[src/cart_pkg.sv]
// Cartridge loader shared definitions
// Download kinds, host bus widths, header title layout, the flash marker
// and the per-title quirk table used by the loader blocks

package cart_pkg;

	// ========================================================================
	// Download classification
	// ========================================================================

	// Kind of the running download, decoded from the host index
	typedef enum logic [1:0] {
		DL_NONE = 2'd0, // No download in progress
		DL_BIOS = 2'd1, // Index zero
		DL_CART = 2'd2, // Any index that is neither zero nor all ones
		DL_CODE = 2'd3  // Index all ones, cheat codes
	} dl_kind_t;

	// ========================================================================
	// Host download bus
	// ========================================================================

	localparam int ADDR_W      = 27; // Byte address
	localparam int DATA_W      = 16; // One halfword per write
	localparam int INDEX_W     = 8;
	localparam int BIOS_ADDR_W = 12; // 16 KB BIOS as 32-bit words

	localparam int CART_TYPE_LSB = 6; // Cart type sits in index bits 7:6

	// ========================================================================
	// Cartridge header
	// ========================================================================

	localparam int TITLE_LINE  = 'hA; // 16-byte line A, title at A0..AB
	localparam int TITLE_BYTES = 12;

	// First character in the top byte
	typedef logic [8*TITLE_BYTES-1:0] title_t;

	// 1M flash save type marker somewhere in the image
	localparam logic [71:0] FLASH_MARKER = "FLASH1M_V";

	// Quirk table
	// Titles are zero padded on the right like the header itself
	localparam int QUIRK_COUNT = 8;

	localparam title_t quirk_title [QUIRK_COUNT] = '{
		{"ROCKY BOXING"},              // Rocky, US release
		{"ROCKY", 56'h0},              // Rocky, EU release
		{"DBZ LGCYGOKU"},              // Legacy of Goku, US
		{"DRAGONBALL Z"},              // Legacy of Goku, EU
		{"TOPGUN CZ", 24'h0},
		{"BOMBER MAN", 16'h0},         // Classic NES series from here on
		{"CASTLEVANIA", 8'h0},
		{"ZELDA 1", 40'h0}
	};

	// Bit i set when entry i also needs the memory remap
	localparam logic [QUIRK_COUNT-1:0] quirk_remap = 8'b1110_0000;

endpackage

[src/bios_word_packer.sv]
// BIOS word packer
// Joins low and high halfwords of the BIOS download into 32-bit word
// writes for the BIOS memory

`timescale 1ns/1ps

module bios_word_packer (
	input  logic                             clk_sys,
	input  logic                             reset,
	input  logic                             bios_kind,   // BIOS stream active
	input  logic [cart_pkg::ADDR_W-1:0]      dl_addr,
	input  logic [cart_pkg::DATA_W-1:0]      dl_data,
	input  logic                             dl_wr,
	output logic                             bios_wr,     // One-cycle word write
	output logic [cart_pkg::BIOS_ADDR_W-1:0] bios_addr,
	output logic [31:0]                      bios_data
);

	logic bios_hw_wr;

	assign bios_hw_wr = bios_kind & dl_wr;

	// Word completes on the high halfword
	always_ff @(posedge clk_sys) begin
		if (reset)
			bios_wr <= 1'b0;
		else
			bios_wr <= bios_hw_wr & dl_addr[1];
	end

	always_ff @(posedge clk_sys) begin
		if (bios_hw_wr) begin
			if (!dl_addr[1]) begin
				bios_data[15:0] <= dl_data;  // Low half waits for its partner
			end else begin
				bios_data[31:16] <= dl_data;
				bios_addr        <= dl_addr[2 +: cart_pkg::BIOS_ADDR_W];  // Byte to word
			end
		end
	end

	// Host sends halfwords in order, so word writes are spaced out
	a_bios_wr_single: assert property (@(posedge clk_sys) disable iff (reset)
		bios_wr |=> !bios_wr);

endmodule

[src/flash_sig_scanner.sv]
// Flash marker scanner
// Looks for the FLASH1M_V marker anywhere in the cartridge image and
// flags a 1M flash save type for the whole cart

`timescale 1ns/1ps

module flash_sig_scanner (
	input  logic                        clk_sys,
	input  logic                        reset,
	input  logic                        cart_kind,
	input  logic                        cart_start,  // First cycle of a cart stream
	input  logic [cart_pkg::DATA_W-1:0] dl_data,
	input  logic                        dl_wr,
	output logic                        flash_1m
);

	logic [63:0] window;     // Last eight bytes, newest in the low byte
	logic        cart_wr;
	logic        hit_odd;    // Marker ends on the low byte of this halfword
	logic        hit_even;   // Marker ends on the high byte

	assign cart_wr = cart_kind & dl_wr;

	// Low byte comes first in the stream
	assign hit_odd  = ({window, dl_data[7:0]} == cart_pkg::FLASH_MARKER);
	assign hit_even = ({window[55:0], dl_data[7:0], dl_data[15:8]} == cart_pkg::FLASH_MARKER);

	always_ff @(posedge clk_sys) begin
		if (cart_start)
			window <= '0;  // No match across images
		else if (cart_wr)
			window <= {window[47:0], dl_data[7:0], dl_data[15:8]};
	end

	// Sticky until the next image
	always_ff @(posedge clk_sys) begin
		if (reset)
			flash_1m <= 1'b0;
		else if (cart_start)
			flash_1m <= 1'b0;
		else if (cart_wr && (hit_odd || hit_even))
			flash_1m <= 1'b1;
	end

endmodule

[src/cart_quirk_detect.sv]
// Cartridge title quirk detector
// Captures the 12-byte game title from the header and checks it against
// the quirk table; a match disables SRAM/flash and may enable the remap

`timescale 1ns/1ps

module cart_quirk_detect (
	input  logic                        clk_sys,
	input  logic                        reset,
	input  logic                        cart_kind,
	input  logic                        cart_start,
	input  logic [cart_pkg::ADDR_W-1:0] dl_addr,
	input  logic [cart_pkg::DATA_W-1:0] dl_data,
	input  logic                        dl_wr,
	output logic                        sram_quirk,   // Backup memory disabled
	output logic                        remap_quirk   // Classic NES series mapping
);

	cart_pkg::title_t title;       // Big-endian by character
	logic             title_wr;    // Cart write inside the title line
	logic [3:0]       line_off;    // Byte offset within the line
	logic [6:0]       slot_lsb;    // Bit position of the halfword in title
	logic             hit;
	logic             hit_remap;

	// ========================================================================
	// Title capture
	// ========================================================================

	assign line_off = dl_addr[3:0];
	assign title_wr = cart_kind & dl_wr & (dl_addr[cart_pkg::ADDR_W-1:4] == cart_pkg::TITLE_LINE);

	// Offset 0 lands in the top two bytes
	assign slot_lsb = {4'(cart_pkg::TITLE_BYTES - 2) - line_off, 3'd0};

	always_ff @(posedge clk_sys) begin
		if (title_wr && line_off < 4'(cart_pkg::TITLE_BYTES))
			title[slot_lsb +: 16] <= {dl_data[7:0], dl_data[15:8]};  // Swap to char order
	end

	// ========================================================================
	// Table lookup
	// ========================================================================

	always_comb begin
		hit       = 1'b0;
		hit_remap = 1'b0;
		for (int i = 0; i < cart_pkg::QUIRK_COUNT; i++) begin
			if (title == cart_pkg::quirk_title[i]) begin
				hit       = 1'b1;
				hit_remap = hit_remap | cart_pkg::quirk_remap[i];
			end
		end
	end

	// Decide once the whole title is in, on the write just past it
	always_ff @(posedge clk_sys) begin
		if (reset) begin
			sram_quirk  <= 1'b0;
			remap_quirk <= 1'b0;
		end else if (cart_start) begin
			sram_quirk  <= 1'b0;  // Fresh image
			remap_quirk <= 1'b0;
		end else if (title_wr && line_off == 4'(cart_pkg::TITLE_BYTES)) begin
			if (hit)
				sram_quirk <= 1'b1;
			if (hit_remap)
				remap_quirk <= 1'b1;
		end
	end

	// Every remap title is also an SRAM title in the table
	a_remap_needs_sram: assert property (@(posedge clk_sys) disable iff (reset)
		remap_quirk |-> sram_quirk);

endmodule

[src/cart_loader_top.sv]
// Cartridge loader front end
// Sorts host downloads into BIOS, cartridge and code streams, keeps the
// cart type and final image address, and hosts the BIOS packer, the
// flash marker scanner and the title quirk detector

`timescale 1ns/1ps

module cart_loader_top (
	input  logic                             clk_sys,
	input  logic                             reset,
	input  logic                             dl_active,    // Host download running
	input  logic [cart_pkg::INDEX_W-1:0]     dl_index,
	input  logic [cart_pkg::ADDR_W-1:0]      dl_addr,      // Byte address
	input  logic [cart_pkg::DATA_W-1:0]      dl_data,
	input  logic                             dl_wr,        // One-cycle strobe
	output logic                             bios_wr,
	output logic [cart_pkg::BIOS_ADDR_W-1:0] bios_addr,
	output logic [31:0]                      bios_data,
	output logic                             cart_loading,
	output logic [1:0]                       cart_type,
	output logic                             force_turbo,
	output logic                             flash_1m,
	output logic                             sram_quirk,
	output logic                             remap_quirk,
	output logic [cart_pkg::ADDR_W-1:0]      last_addr
);

	cart_pkg::dl_kind_t dl_kind;  // Registered, one cycle behind dl_active
	logic               cart_kind;
	logic               bios_kind;
	logic               cart_kind_d;
	logic               cart_start;

	// ========================================================================
	// Download kind
	// ========================================================================

	always_ff @(posedge clk_sys) begin
		if (reset)
			dl_kind <= cart_pkg::DL_NONE;
		else if (!dl_active)
			dl_kind <= cart_pkg::DL_NONE;
		else if (dl_index == '0)
			dl_kind <= cart_pkg::DL_BIOS;
		else if (&dl_index)
			dl_kind <= cart_pkg::DL_CODE;  // Cheat codes, nothing consumes them here
		else
			dl_kind <= cart_pkg::DL_CART;
	end

	assign bios_kind    = (dl_kind == cart_pkg::DL_BIOS);
	assign cart_kind    = (dl_kind == cart_pkg::DL_CART);
	assign cart_loading = cart_kind;

	// Edge detect on the cart kind
	always_ff @(posedge clk_sys) begin
		if (reset) begin
			cart_kind_d <= 1'b0;
			cart_type   <= 2'd0;
			last_addr   <= '0;
		end else begin
			cart_kind_d <= cart_kind;
			if (cart_start)
				cart_type <= dl_index[cart_pkg::CART_TYPE_LSB +: 2];
			// First idle cycle after the stream, host still shows the final address
			if (cart_kind_d && !cart_kind)
				last_addr <= dl_addr;
		end
	end

	assign cart_start  = cart_kind & ~cart_kind_d;
	assign force_turbo = |cart_type;  // Special carts need the fast CPU

	// ========================================================================
	// Sub-blocks
	// ========================================================================

	bios_word_packer u_bios_packer (
		.clk_sys(clk_sys), .reset(reset), .bios_kind(bios_kind),
		.dl_addr(dl_addr), .dl_data(dl_data), .dl_wr(dl_wr),
		.bios_wr(bios_wr), .bios_addr(bios_addr), .bios_data(bios_data)
	);

	flash_sig_scanner u_flash_scan (
		.clk_sys(clk_sys), .reset(reset), .cart_kind(cart_kind),
		.cart_start(cart_start), .dl_data(dl_data), .dl_wr(dl_wr),
		.flash_1m(flash_1m)
	);

	cart_quirk_detect u_quirks (
		.clk_sys(clk_sys), .reset(reset), .cart_kind(cart_kind),
		.cart_start(cart_start), .dl_addr(dl_addr), .dl_data(dl_data),
		.dl_wr(dl_wr), .sram_quirk(sram_quirk), .remap_quirk(remap_quirk)
	);

	// A cart stream never follows a BIOS stream without an idle gap
	a_no_cart_start_in_bios: assert property (@(posedge clk_sys) disable iff (reset)
		cart_start |-> ($past(dl_kind) != cart_pkg::DL_BIOS));

endmodule

[config.mk]
export PLATFORM = sky130hd
export DESIGN_NAME = cart_loader_top
export DESIGN_NICKNAME = d
export VERILOG_FILES = /design/src/cart_pkg.sv /design/src/bios_word_packer.sv /design/src/flash_sig_scanner.sv /design/src/cart_quirk_detect.sv /design/src/cart_loader_top.sv
export SDC_FILE = /design/constraint.sdc
export NUM_CORES = 1
export LEC_CHECK = 0
export BUFFER_PORTS_ARGS = -buffer_cell sky130_fd_sc_hd__buf_2
export CORE_MARGIN = 2
export CORE_UTILIZATION = 55
export CTS_CLUSTER_DIAMETER = 50
export DETAILED_ROUTE_END_ITERATION = 8
export PLACE_DENSITY = 0.82
export REMOVE_ABC_BUFFERS = 1
export SLEW_MARGIN = 20
export SYNTH_ARGS = -nofsm -noshare
export SYNTH_HDL_FRONTEND = slang
export SYNTH_SLANG_ARGS = --single-unit
[constraint.sdc]
create_clock -name clk_sys -period 4.3 [get_ports clk_sys]
set_clock_uncertainty 0.05 [all_clocks]
set_input_delay 0.215 -clock clk_sys [delete_from_list [all_inputs] [get_ports clk_sys]]
set_output_delay 0.215 -clock clk_sys [all_outputs]
set_load 0.01 [all_outputs]
==> flow_summary.toml <==
[run_status]
status = "complete, no violations"

[synth]
synth_top_cell_by_area = "edfxtp_1"
syn_inst = 992
synth_xor_xnor_area_share_pct = 0.431
synth_top_family_by_area = "simple AND/OR/NAND/NOR gates"
synth-adder-area-share_pct = 0.492
synthMuxAreaShare_pct = 0.788
synth_seq_area_share_pct = 61.0
syn_area_mm2 = 0.0102
synth_edf_count = 140
synth_common_cells = "208 x nand2_1, 140 x edfxtp_1, 104 x nor2_1"
synth_compound_area_share_pct = 8.87
synth.ff_latch_count = 240
yosysMostFrequentCell = "nand2_1"
yosysWarnings = 0
async_reset_ff_share_pct = 0
avgSynthCellArea_um2 = 10.2
synth_flop_cell = "edfxtp_1"
synthSimpleGateAreaFrac_pct = 26.3
synth_top_area_share_pct = 41.3
synth_cell_types = 51
synth_area_leaders = "edfxtp_1 41%, dfxtp_1 20%, nand2_1 7.7%, a21oi_1 4.9%, nor2_1 3.8%"

[setup_path]
required_ns = 4.41
end_kind = "flip-flop"
worstRegToRegCells = 7
cp_max_fo = 20
rrSetupSlack_ns = 1.23
start_kind = "primary input"
cp.arrival_ns = 3.69
worstSetupPathType = "primary input to flip-flop"

[detailed_routing]
drc = 0
via_count = 8789
viasPerCell = 6.28
wire_per_inst_um = 21.9
wirelength_um = 30600
ant_nets = 0
dr.pass1.iters = 6
drt_iter0_drc = 938

[clock_network]
cts_tree = "built"
cts_root_buf = "clkbuf_16"
post_cts_buffers = 0
clkLatencyLatePin_ns = 0.53
cts_buffers = 26
clock-sinks = 240
cts.htree.levels = 1
hold_buffers = 32
cts_resized = 0
cts.clk_slew.worst_paths_ns = 0.06
cts_max_path_buffers = 3

[layout]
nets = 1209
num_antenna_cells = 0
fillers = 1279
syn2layout_area_growth_pct = 21.2
drive_above_1_share_pct = 18.2
final_util_pct = 68.3

[sta]
holdWs_ns = 0.00994
report.final.slew_viol_count = 0
max_freq_mhz = 279
tightest_slew_ns = 1.04
setup_ws_ns = 0.720
hold_viol_final = 0
slew_headroom_pct = 30.0
setup_violations = 0
fin_crit_ns = 3.58
finalSetupTns_ns = 0
rsz0062_at_grt = "no"
period_share_pct = 83.3

[pwr]
powerDensity_mw_per_mm2 = 422
leakagePower_nw = 4.56
ir_worst_vdd_v = 0.000322
power.total_mw = 5.20

[place]
pre_cts_ws_ns = 0.854
io_buffers = 133
gp_congestion = 1.04
dp_hpwl_um = 20200

[floorplanning]
fp-row-count = 49
fp.dieW_um = 140
ios = 134
core_area_mm2 = 0.0180
die_area_mm2 = 0.0196
start_util_pct = 56.4
die_y_um = 140

[flow_run]
maxCapViolCount = 0

[global_routing]
track_usage_pct = 30.7
antenna_found_initial = 0
grt_pass1_wl_um = 46700
grt_pass1_vias = 8596
grt_max_degree = 66
grt_overflow = 0

[min_path]
hold_depth = 3
worstHoldPathType = "primary input to flip-flop"
metal layers:
metal,up-vias,share of wire (%),track usage [%]
met5,-,0,0
met1,4188,37,38.6
li1,3934,-,-
met2,547,48,51.1
met3,120,10,6.29
met4,0,4.8,14.7
power breakdown:
part           switching (mW)  internal, mW
Combinational           0.243         0.125
Clock                   0.913          1.43
Sequential             0.0291          2.46
Total                    1.18          4.02
sequential cells by signal (all words and copies together) (netlist names), 2 cells and up:
name / flops
u_flash_scan.window: 64
u_bios_packer.bios_data: 32
cart_type: 2
u_bios_packer.bios_addr: 12
u_quirks.title: 96
dl_kind: 2
last_addr: 27
final timing paths:
path	startpoint	to
setup / recovery	dl_addr[1]	u_quirks.title[53]
hold / removal	dl_data[3]	u_flash_scan.window[11]
setup reg to reg	u_quirks.title[29]	u_quirks.sram_quirk
hold reg to reg	last_addr[12]	last_addr[12]
worst max-delay path: stages:
cell	delay (ns)
dlygate4sd3_1	0.54
buf_2	0.23
inv_1	0.10
ha_1	0.50
and2_1	0.27
o31ai_1	0.23
xnor2_1	0.20
nor2b_1	0.46
nand3_1	0.32
nor2_1	0.62
area by class of cell:
type / count / area, µm² / share of cell area, %
tap: 229 / 287 / 2.33
inverter: 6 / 22.5 / 0.183
sequential: 240 / 6210 / 50.4
multi-input combinational: 696 / 3770 / 30.6
timing repair buffer: 180 / 1120 / 9.08
clock inverter: 14 / 189 / 1.53
clock buffer: 34 / 722 / 5.86
cell families after synthesis:
| family | Yosys count |
|---|---|
| AO/OA/AOI/OAI | 151 |
| XOR/XNOR | 5 |
| adder cells (fa/ha/maj) | 4 |
| buffers and inverters | 56 |
| flip-flops | 240 |
| multiplexers | 8 |
| AND/OR/NAND/NOR | 528 |
placed cells by master, fill, tap and decap left out, types with 4 or more instances in the layout:
| cell type | Yosys | layout |
|---|---|---|
| nor2b_1 | 9 | 9 |
| and3_1 | 4 | 4 |
| clkbuf_16 | 0 | 27 |
| bufinv_16 | 0 | 4 |
| nor2_1 | 104 | 103 |
| nor4b_1 | 14 | 14 |
| nand2_1 | 208 | 207 |
| a22o_1 | 22 | 22 |
| a22oi_1 | 10 | 10 |
| mux2i_1 | 8 | 8 |
| xnor2_1 | 4 | 4 |
| nand4_1 | 29 | 29 |
| dfxtp_1 | 100 | 100 |
| nand3_1 | 20 | 20 |
| buf_4 | 1 | 14 |
| clkinv_2 | 0 | 5 |
| dlygate4sd3_1 | 0 | 32 |
| nand4b_1 | 10 | 10 |
| nor3b_1 | 5 | 5 |
| nor3_1 | 22 | 22 |
| inv_1 | 6 | 6 |
| buf_2 | 0 | 133 |
| o21ai_0 | 8 | 8 |
| edfxtp_1 | 140 | 140 |
| nor4bb_1 | 17 | 16 |
| ha_1 | 4 | 4 |
| or3_1 | 5 | 5 |
| or4_1 | 4 | 4 |
| nand2b_1 | 5 | 5 |
| or2_2 | 9 | 9 |
| and2_1 | 14 | 13 |
| clkbuf_1 | 43 | 5 |
| a21oi_1 | 100 | 100 |
| nor4_1 | 30 | 30 |
metrics by stage:
step / instances / area [µm²]
after global routing: 1399 / 12300
after floorplan: 942 / 9980
after CTS: 1398 / 12300
final: 1399 / 12300
after global placement: 1318 / 11100
after detailed placement: 1318 / 11100
(Power assumes the default switching activity.)
